### src/common/hps_pkg.sv
// package: bus word and field types, command codes, keyboard constants, ps2 scan states
package hps_pkg;

	//////////////////////////////////////////////////////////////////////////////
	// bus and field types

	// one word on the host bus
	typedef logic [15:0] hps_word_t;
	// first word of a frame
	typedef logic [15:0] hps_cmd_t;
	// word position in a frame, saturates at 31
	typedef logic [4:0]  hps_word_idx_t;

	typedef logic [31:0]  joy_t;
	typedef logic [127:0] status_t;

	// [7:0] scan code, [8] extended, [9] pressed, [10] toggles per event
	typedef logic [10:0] ps2_key_t;

	// download side
	typedef logic [26:0] ioctl_addr_t;
	typedef logic [7:0]  ioctl_data_t;
	typedef logic [31:0] file_ext_t;

	// status-set change counter
	typedef logic [3:0] stflg_t;

	// keyboard frame parser
	typedef enum logic [1:0] {
		ps2_idle,
		ps2_collect,
		ps2_skip
	} ps2_scan_t;

	//////////////////////////////////////////////////////////////////////////////
	// command codes on the user bus

	localparam hps_cmd_t cmd_cfg        = 16'h0001;
	localparam hps_cmd_t cmd_joy_0      = 16'h0002;
	localparam hps_cmd_t cmd_joy_1      = 16'h0003;
	localparam hps_cmd_t cmd_kbd        = 16'h0005;
	localparam hps_cmd_t cmd_status     = 16'h001E;
	localparam hps_cmd_t cmd_status_set = 16'h0029;

	// command codes on the file bus
	localparam hps_cmd_t fio_file_tx     = 16'h0053;
	localparam hps_cmd_t fio_file_tx_dat = 16'h0054;
	localparam hps_cmd_t fio_file_index  = 16'h0055;
	localparam hps_cmd_t fio_file_info   = 16'h0056;

	// high byte marking a keyboard frame to ignore
	localparam logic [7:0] ps2_skip_code = 8'hFF;
	// upper nibble of the status-set reply
	localparam logic [3:0] stat_ack_tag  = 4'hA;
	// 16-bit slices in the status word
	localparam int         status_words  = 8;

endpackage

### src/common/hps_cmd_if.sv
// interface: framed command words from a bus framer to its command handlers
`timescale 1ns/1ps

interface hps_cmd_if;
	import hps_pkg::*;

	// one cycle per accepted word
	logic          word_stb;
	hps_word_idx_t word_idx;
	// code of word 0, also valid on word 0 itself
	hps_cmd_t      cmd;
	hps_word_t     data;
	// one cycle, after the enable drops on a frame that carried words
	logic          frame_end;

	modport framer (
		output word_stb,
		output word_idx,
		output cmd,
		output data,
		output frame_end
	);

	modport handler (
		input word_stb,
		input word_idx,
		input cmd,
		input data,
		input frame_end
	);

endinterface

### src/file_io/file_io_ctrl.sv
// module file_io_ctrl: file download control with index, extension, address and write strobe
`timescale 1ns/1ps

module file_io_ctrl (
	input  logic                 clk_sys,
	input  logic                 arst_n,
	hps_cmd_if.handler           bus,
	output logic                 ioctl_download,
	output hps_pkg::hps_word_t   ioctl_index,
	output logic                 ioctl_wr,
	output hps_pkg::ioctl_addr_t ioctl_addr,
	output hps_pkg::ioctl_data_t ioctl_dout,
	output hps_pkg::file_ext_t   ioctl_file_ext
);
	import hps_pkg::*;

	// next byte goes here, ioctl_addr shows the one being written
	ioctl_addr_t addr;
	logic        arg_stb;
	logic        dat_wr;

	// argument words only, the code word carries nothing to store
	assign arg_stb = bus.word_stb && (bus.word_idx != '0);
	assign dat_wr  = arg_stb && (bus.cmd == fio_file_tx_dat) && ioctl_download;

	always_ff @(posedge clk_sys or negedge arst_n) begin
		if (!arst_n) begin
			ioctl_download <= 1'b0;
			ioctl_wr       <= 1'b0;
			ioctl_index    <= '0;
			ioctl_file_ext <= '0;
			ioctl_addr     <= '0;
			addr           <= '0;
		end else begin
			ioctl_wr <= 1'b0;

			if (arg_stb) begin
				case (bus.cmd)
					fio_file_index: begin
						if (bus.word_idx == 5'd1) begin
							ioctl_index <= bus.data;
						end
					end

					// high half first
					fio_file_info: begin
						if (bus.word_idx == 5'd1) begin
							ioctl_file_ext[31:16] <= bus.data;
						end else if (bus.word_idx == 5'd2) begin
							ioctl_file_ext[15:0] <= bus.data;
						end
					end

					fio_file_tx: begin
						case (bus.word_idx)
							5'd1: begin
								if (bus.data[7:0] != 8'h00) begin
									ioctl_download <= 1'b1;
									ioctl_addr     <= '0;
									addr           <= '0;
								end else begin
									// leave the byte count on the address
									if (ioctl_download) begin
										ioctl_addr <= addr;
									end
									ioctl_download <= 1'b0;
								end
							end
							5'd2: begin
								ioctl_addr[15:0] <= bus.data;
								addr[15:0]       <= bus.data;
							end
							5'd3: begin
								ioctl_addr[26:16] <= bus.data[10:0];
								addr[26:16]       <= bus.data[10:0];
							end
							default: begin
							end
						endcase
					end

					fio_file_tx_dat: begin
						if (dat_wr) begin
							ioctl_addr <= addr;
							ioctl_wr   <= 1'b1;
							addr       <= addr + 27'd1;
						end
					end

					default: begin
					end
				endcase
			end
		end
	end

	// byte lane, valid with ioctl_wr
	always_ff @(posedge clk_sys) begin
		if (dat_wr) begin
			ioctl_dout <= bus.data[7:0];
		end
	end

	a_wr_in_download: assert property (
		@(posedge clk_sys) disable iff (!arst_n) ioctl_wr |-> ioctl_download
	) else $error("ioctl_wr outside an active download");

endmodule

### src/logic/hps_cmd_framer.sv
// module hps_cmd_framer: enable and strobe to indexed words, command tag and end-of-frame pulse
`timescale 1ns/1ps

module hps_cmd_framer (
	input  logic               clk_sys,
	input  logic               arst_n,
	input  logic               enable,
	input  logic               io_strobe,
	input  hps_pkg::hps_word_t io_din,
	hps_cmd_if.framer          bus
);
	import hps_pkg::*;

	logic          en_q;
	logic          en_qq;
	logic          got_word;
	logic          end_due;
	logic          stb_qual;
	hps_word_idx_t cnt;
	hps_cmd_t      cmd_q;

	// registered enable dropped last cycle and the frame had words
	assign end_due = en_qq & ~en_q & got_word;

	// strobes count only inside a frame
	assign stb_qual = enable & io_strobe;

	always_ff @(posedge clk_sys or negedge arst_n) begin
		if (!arst_n) begin
			en_q          <= 1'b0;
			en_qq         <= 1'b0;
			got_word      <= 1'b0;
			cnt           <= '0;
			bus.word_stb  <= 1'b0;
			bus.frame_end <= 1'b0;
		end else begin
			en_q          <= enable;
			en_qq         <= en_q;
			bus.word_stb  <= stb_qual;
			bus.frame_end <= end_due;

			// word counter, restarts with every frame
			if (!enable) begin
				cnt <= '0;
			end else if (stb_qual && cnt != '1) begin
				cnt <= cnt + 5'd1;
			end

			if (stb_qual) begin
				got_word <= 1'b1;
			end else if (end_due) begin
				got_word <= 1'b0;
			end
		end
	end

	// word payload, valid with word_stb
	always_ff @(posedge clk_sys) begin
		if (stb_qual) begin
			bus.word_idx <= cnt;
			bus.data     <= io_din;
			if (cnt == '0) begin
				cmd_q   <= io_din;
				bus.cmd <= io_din;
			end else begin
				bus.cmd <= cmd_q;
			end
		end
	end

	a_stb_end_apart: assert property (
		@(posedge clk_sys) disable iff (!arst_n) !(bus.word_stb && bus.frame_end)
	) else $error("word strobe and frame end in the same cycle");

endmodule

### src/logic/hps_io.sv
// module hps_io: host bridge top level with user and file bus framers and their handlers
`timescale 1ns/1ps

module hps_io (
	input  logic                   clk_sys,
	input  logic                   arst_n,

	// host bus
	input  logic                   io_enable,
	input  logic                   fp_enable,
	input  logic                   io_strobe,
	input  hps_pkg::hps_word_t     io_din,
	output hps_pkg::hps_word_t     io_dout,

	// core status request
	input  hps_pkg::status_t       status_in,
	input  logic                   status_set,

	// configuration and inputs
	output logic [1:0]             buttons,
	output logic                   forced_scandoubler,
	output logic                   direct_video,
	output hps_pkg::joy_t          joystick_0,
	output hps_pkg::joy_t          joystick_1,
	output hps_pkg::status_t       status,
	output hps_pkg::ps2_key_t      ps2_key,

	// file download
	output logic                   ioctl_download,
	output hps_pkg::hps_word_t     ioctl_index,
	output logic                   ioctl_wr,
	output hps_pkg::ioctl_addr_t   ioctl_addr,
	output hps_pkg::ioctl_data_t   ioctl_dout,
	output hps_pkg::file_ext_t     ioctl_file_ext
);

	hps_cmd_if user_bus ();
	hps_cmd_if file_bus ();

	//////////////////////////////////////////////////////////////////////////////
	// framers, both on the same strobe and data lines

	hps_cmd_framer i_user_framer (
		.clk_sys   (clk_sys),
		.arst_n    (arst_n),
		.enable    (io_enable),
		.io_strobe (io_strobe),
		.io_din    (io_din),
		.bus       (user_bus.framer)
	);

	hps_cmd_framer i_file_framer (
		.clk_sys   (clk_sys),
		.arst_n    (arst_n),
		.enable    (fp_enable),
		.io_strobe (io_strobe),
		.io_din    (io_din),
		.bus       (file_bus.framer)
	);

	//////////////////////////////////////////////////////////////////////////////
	// handlers

	user_io_regs i_user_io_regs (
		.clk_sys            (clk_sys),
		.arst_n             (arst_n),
		.bus                (user_bus.handler),
		.status_in          (status_in),
		.status_set         (status_set),
		.io_dout            (io_dout),
		.buttons            (buttons),
		.forced_scandoubler (forced_scandoubler),
		.direct_video       (direct_video),
		.joystick_0         (joystick_0),
		.joystick_1         (joystick_1),
		.status             (status)
	);

	ps2_key_decode i_ps2_key_decode (
		.clk_sys (clk_sys),
		.arst_n  (arst_n),
		.bus     (user_bus.handler),
		.ps2_key (ps2_key)
	);

	file_io_ctrl i_file_io_ctrl (
		.clk_sys        (clk_sys),
		.arst_n         (arst_n),
		.bus            (file_bus.handler),
		.ioctl_download (ioctl_download),
		.ioctl_index    (ioctl_index),
		.ioctl_wr       (ioctl_wr),
		.ioctl_addr     (ioctl_addr),
		.ioctl_dout     (ioctl_dout),
		.ioctl_file_ext (ioctl_file_ext)
	);

endmodule

### src/user_io/ps2_key_decode.sv
// module ps2_key_decode: keyboard byte collection and key event generation per frame
`timescale 1ns/1ps

module ps2_key_decode (
	input  logic              clk_sys,
	input  logic              arst_n,
	hps_cmd_if.handler        bus,
	output hps_pkg::ps2_key_t ps2_key
);
	import hps_pkg::*;

	ps2_scan_t   state;
	logic [31:0] raw;
	logic        pressed;
	logic        extended;
	ps2_key_t    key_next;

	// break prefix F0 before the last byte
	assign pressed  = raw[15:8] != 8'hF0;
	// E0 sits before F0 on a release
	assign extended = pressed ? (raw[15:8] == 8'hE0) : (raw[23:16] == 8'hE0);

	always_comb begin
		key_next = {~ps2_key[10], pressed, extended, raw[7:0]};
		case (raw)
			// print screen pressed
			32'hE012_E07C: key_next[9:0] = 10'h37C;
			// print screen released
			32'h7CE0_F012: key_next[9:0] = 10'h17C;
			// pause pressed
			32'hF014_F077: key_next[9:0] = 10'h377;
			default: begin
			end
		endcase
	end

	always_ff @(posedge clk_sys or negedge arst_n) begin
		if (!arst_n) begin
			state   <= ps2_idle;
			raw     <= '0;
			ps2_key <= '0;
		end else if (bus.frame_end) begin
			// skipped and foreign frames leave the key alone
			if (state == ps2_collect) begin
				ps2_key <= key_next;
			end
			state <= ps2_idle;
		end else if (bus.word_stb) begin
			if (bus.word_idx == '0) begin
				if (bus.cmd == cmd_kbd) begin
					state <= ps2_collect;
					raw   <= '0;
				end else begin
					state <= ps2_idle;
				end
			end else if (state == ps2_collect) begin
				if (bus.data[15:8] == ps2_skip_code) begin
					state <= ps2_skip;
				end else begin
					raw <= {raw[23:0], bus.data[7:0]};
				end
			end
		end
	end

endmodule

### src/user_io/user_io_regs.sv
// module user_io_regs: configuration, joystick and status registers with status-set readback
`timescale 1ns/1ps

module user_io_regs (
	input  logic               clk_sys,
	input  logic               arst_n,
	hps_cmd_if.handler         bus,
	input  hps_pkg::status_t   status_in,
	input  logic               status_set,
	output hps_pkg::hps_word_t io_dout,
	output logic [1:0]         buttons,
	output logic               forced_scandoubler,
	output logic               direct_video,
	output hps_pkg::joy_t      joystick_0,
	output hps_pkg::joy_t      joystick_1,
	output hps_pkg::status_t   status
);
	import hps_pkg::*;

	hps_word_t  cfg;
	logic       status_set_q;
	logic       set_rise;
	stflg_t     stflg;
	status_t    status_req;
	logic [2:0] slot;
	logic       slot_ok;

	// config word fields
	assign buttons            = cfg[1:0];
	assign forced_scandoubler = cfg[4];
	assign direct_video       = cfg[10];

	assign set_rise = status_set & ~status_set_q;

	// words 1..8 map onto status slices 0..7
	assign slot    = bus.word_idx[2:0] - 3'd1;
	assign slot_ok = (bus.word_idx != '0) &&
		(bus.word_idx <= hps_word_idx_t'(status_words));

	always_ff @(posedge clk_sys or negedge arst_n) begin
		if (!arst_n) begin
			cfg          <= '0;
			joystick_0   <= '0;
			joystick_1   <= '0;
			status       <= '0;
			status_set_q <= 1'b0;
			stflg        <= '0;
			io_dout      <= '0;
		end else begin
			status_set_q <= status_set;
			if (set_rise) begin
				stflg <= stflg + 4'd1;
			end

			if (bus.frame_end) begin
				io_dout <= '0;
			end else if (bus.word_stb) begin
				// reply lasts one word
				io_dout <= '0;

				if (bus.word_idx == '0) begin
					if (bus.cmd == cmd_status_set) begin
						io_dout <= {8'h00, stat_ack_tag, stflg};
					end
				end else begin
					case (bus.cmd)
						cmd_cfg: begin
							cfg <= bus.data;
						end

						cmd_joy_0: begin
							if (bus.word_idx == 5'd1) begin
								joystick_0[15:0] <= bus.data;
							end else if (bus.word_idx == 5'd2) begin
								joystick_0[31:16] <= bus.data;
							end
						end

						cmd_joy_1: begin
							if (bus.word_idx == 5'd1) begin
								joystick_1[15:0] <= bus.data;
							end else if (bus.word_idx == 5'd2) begin
								joystick_1[31:16] <= bus.data;
							end
						end

						// low slice first
						cmd_status: begin
							if (slot_ok) begin
								status[{slot, 4'b0000} +: 16] <= bus.data;
							end
						end

						cmd_status_set: begin
							if (slot_ok) begin
								io_dout <= status_req[{slot, 4'b0000} +: 16];
							end
						end

						default: begin
						end
					endcase
				end
			end
		end
	end

	// snapshot of the core's request
	always_ff @(posedge clk_sys) begin
		if (set_rise) begin
			status_req <= status_in;
		end
	end

endmodule
### config.mk
export PLATFORM = sky130hd
export DESIGN_NAME = hps_io
export DESIGN_NICKNAME = d
export VERILOG_FILES = /design/src/common/hps_pkg.sv /design/src/common/hps_cmd_if.sv /design/src/file_io/file_io_ctrl.sv /design/src/logic/hps_cmd_framer.sv /design/src/logic/hps_io.sv /design/src/user_io/ps2_key_decode.sv /design/src/user_io/user_io_regs.sv
export SDC_FILE = /design/constraint.sdc
export NUM_CORES = 1
export LEC_CHECK = 0
export ABC_CLOCK_PERIOD_IN_PS = 4480
export BUFFER_PORTS_ARGS = -buffer_cell sky130_fd_sc_hd__buf_2
export CAP_MARGIN = 25
export CORE_ASPECT_RATIO = 0.7
export CORE_MARGIN = 1
export CORE_UTILIZATION = 43
export CTS_CLUSTER_DIAMETER = 120
export CTS_CLUSTER_SIZE = 16
export DETAILED_ROUTE_END_ITERATION = 7
export GPL_TIMING_DRIVEN = 1
export PLACE_DENSITY = 0.77
export RECOVER_POWER = 25
export SYNTH_ARGS = -nofsm -noshare
export SYNTH_HDL_FRONTEND = slang
export SYNTH_SLANG_ARGS = --single-unit
### constraint.sdc
create_clock -name clk_sys -period 4.48 [get_ports clk_sys]
set_input_delay 0.224 -clock clk_sys [delete_from_list [all_inputs] [get_ports clk_sys]]
set_output_delay 0.224 -clock clk_sys [all_outputs]
set_load 0.05 [all_outputs]
==> impl_metrics.tcl <==
set metrics [dict create \
    outcome "finished, violations left" \
    violations "max-capacitance violations, max-slew violations" \
    dr_wl_met2_mm 32.1 \
    dpl.hpwl_mm 43.8 \
    grt_first_pass_wirelength_mm 100 \
    portBuffers 457 \
    drc 0 \
    n_fill_cell 4456 \
    gp_congestion 0.903 \
    crit_fanout 106 \
    wl_per_cell_um 22.9 \
    drt-initial-drc-count 1337 \
    num_vias 16200 \
    vdd_drop_max_v 0.000395 \
    dieArea_mm2 0.0568 \
    fp.dieH_um 200 \
    whs_endpoint "i_user_io_regs.status_req[64]" \
    clk_latency_ps 590 \
    syn_area_mm2 0.0240 \
    finalMaxSlewViolations 105 \
    worstSetupEndpointType "asynchronous set/reset pin" \
    syn2layout_area_growth_pct 24.2 \
    rrSetupSlack_ps 1340 \
    row_count 72 \
    r2r-end "i_file_io_ctrl.ioctl_file_ext[9]" \
    finalWorstSetupSlack_ps 1230 \
    antenna_found_initial 4 \
    cts_tree "yes" \
    fin_crit_sh_pct 72.6 \
    final_util_pct 54.0 \
    place_ws_ps 1370 \
    yosysTopAreaCell "dfrtp_1" \
    layout.nets 2318 \
    netlist_top_cells_area "dfrtp_1 40%, edfxtp_1 26%, mux2_2 10%" \
    worstMarginPinSlew_ps 2720 \
    fin_skew_ps 28.4 \
    wirelength_mm 67.0 \
    io_pins 458 \
    max_freq_ghz 0.307 \
    htreeDepth 2 \
    worstReg2RegStart "i_file_framer.bus.cmd[8]" \
    ant_nets 0 \
    setup_viol 0 \
    clk_path_buf_depth 3 \
    hold_violations 0 \
    crit_path_top_delay_cell "clkbuf_2" \
    hold_depth 2 \
    grt_max_degree 136 \
    ys_types 74 \
    hold_path_class "input pin to flip-flop" \
    synth_edf_count 210 \
    ys_seq_area_share_pct 66.0 \
    synth_ff_type "dfrtp_1" \
    r2r_cells 6 \
    synth_top_area_share_pct 39.8 \
    period_needed_ps 3250 \
    critPathMaxStageDelay_ps 1840 \
    grt_pass1_vias 16600 \
    met3_length_mm 4.83 \
    synth_warnings 0 \
    cts.clk_slew.worst_paths_ps 80 \
    cp.required_ps 4970 \
    cp-start-kind "input pin" \
    path_class "input pin to asynchronous set/reset pin" \
    root_buffer "clkbuf_16" \
    dieWidth_um 285 \
    first_pass_iters 5 \
    crit_start "arst_n" \
    rsz0062_at_grt "no" \
    track_usage_pct 23.0 \
    crit_chain "dlygate4sd3_1 -> clkbuf_2 -> clkbuf_1" \
    dp.cells 2697 \
    fin_cells 2921 \
    tns_ps 0 \
    async_flop_share_pct 64.5 \
    initial_utilization_pct 43.5 \
    p_per_area_mw_per_mm2 339 \
    syn_area_per_cell_um2 15.5 \
    cts_sinks 592 \
    relSlewSlack_pct -81.1 \
    viasPerCell 5.53 \
    syn_inst 1551 \
    timing.hold.ws_ps 338 \
    synth-seq-cells 592 \
    cap_violations 1 \
    cts-buffers-inserted 42 \
    crit_arrival_ps 3740 \
    syn_nets 1715 \
    top_layer "met4" \
    drive_above_1_share_pct 35.9 \
    p_leak_nw 13.9 \
    grt-ovfl-total 0 \
    route.layer.met1.wl_mm 28.2 \
    hp-start "status_in[64]" \
    post_cts_buffers 0 \
    coreArea_mm2 0.0552 \
]
timing repair:
item / 4_1_cts / 5_1_grt
hold buffers: 149 / 0
gates resized for setup: 0 / 0
hold endpoints to repair: 307 / 0
through the flow:
step,cell area [um2],total power [mW]
5_1_grt,29800,10.4
6_report,29800,10.1
4_1_cts,29900,10.2
3_3_place_gp,27200,6.43
2_1_floorplan,24000,6.15
3_5_place_dp,27200,6.45
worst max-delay path, delay by kind of cell:
family	cells	cell delay, ps
buffers and inverters	3	3360
cell families (layout without fill, tap and decap cells):
logic type,Yosys count,after routing,share of synthesized area (%)
other,0,4,0
multiplexers,321,321,16.5
buffers and inverters,112,738,2.11
XOR/XNOR,12,12,0.469
AO/OA/AOI/OAI,203,203,6.50
flip-flops,592,592,66.0
adder cells (fa/ha/maj),14,14,0.729
AND/OR/NAND/NOR,297,297,7.70
worst max path at each step:
stage                     slack [ps]                          endpoint  cells past startpoint
after floorplan                 1290        i_user_io_regs.status[117]                     10
after global placement          1480        i_user_io_regs.status[125]                     10
after detailed placement        1370  i_file_io_ctrl.ioctl_file_ext[9]                      6
after CTS                       1360  i_file_io_ctrl.ioctl_file_ext[9]                      6
after global routing             630          i_ps2_key_decode.raw[21]                      3
final                           1230          i_ps2_key_decode.raw[21]                      3
cell usage in the layout, fill, tap and decap left out, types with 9 or more instances in the layout:
cell,instances
buf_2,419
dfrtp_1,382
mux2_2,220
edfxtp_1,210
dlygate4sd3_1,149
a22o_1,63
and2_1,61
clkbuf_1,60
mux2_1,55
nand2_1,52
clkbuf_16,43
mux4_2,32
nor2_1,30
buf_4,29
inv_1,27
o21ai_0,19
a21oi_1,18
nor4_1,17
nand4_1,16
nand3_1,16
and3_1,15
nor3_1,14
nor2b_1,14
mux2i_1,14
a22oi_1,13
a31oi_1,13
ha_1,13
xnor2_1,9
metal layers:
metal | vias up | track usage, %
met5 | - | 0
met4 | 0 | 8.20
met3 | 130 | 5.13
met2 | 668 | 37.2
met1 | 8296 | 30.8
li1 | 7065 | -
cell usage after synthesis (16+ instances only):
cell,number
a21oi_1,19
a22o_1,63
and2_1,62
clkbuf_1,53
dfrtp_1,382
edfxtp_1,210
inv_1,27
mux2_1,55
mux2_2,220
mux4_2,32
nand2_1,52
nand3_1,16
nand4_1,16
nor2_1,32
nor4_1,18
o21ai_0,19
power breakdown:
part / switching [mW] / internal, mW
logic: 0.305 / 0.263
clock network: 1.87 / 1.79
registers: 0.136 / 5.74
flip-flops by register name, indices dropped and copies added, names as in the netlist, 8 cells and up:
name	flops
i_file_io_ctrl.ioctl_dout	8
i_file_io_ctrl.ioctl_addr	27
i_user_framer.cmd_q	16
i_user_io_regs.joystick_1	32
i_ps2_key_decode.raw	32
i_ps2_key_decode.ps2_key	11
i_file_framer.bus.data	16
i_user_io_regs.status_req	128
i_file_io_ctrl.addr	27
i_user_framer.bus.data	16
i_file_framer.bus.cmd	16
i_user_io_regs.status	128
i_file_io_ctrl.ioctl_file_ext	32
i_user_io_regs.joystick_0	32
i_user_io_regs.io_dout	16
i_file_io_ctrl.ioctl_index	16
final cells by class:
class	count	area [um2]	area share, %
Sequential cell	592	15900	53.2
Multi-Input combinational cell	847	7690	25.8
Timing Repair Buffer	643	4060	13.6
Clock buffer	65	1160	3.88
Tap cell	740	926	3.10
Inverter	28	105	0.352
Clock inverter	2	32.5	0.109
Antenna cell	4	10.0	0.0335
No activity file was read; power rests on OpenSTA's default activity.
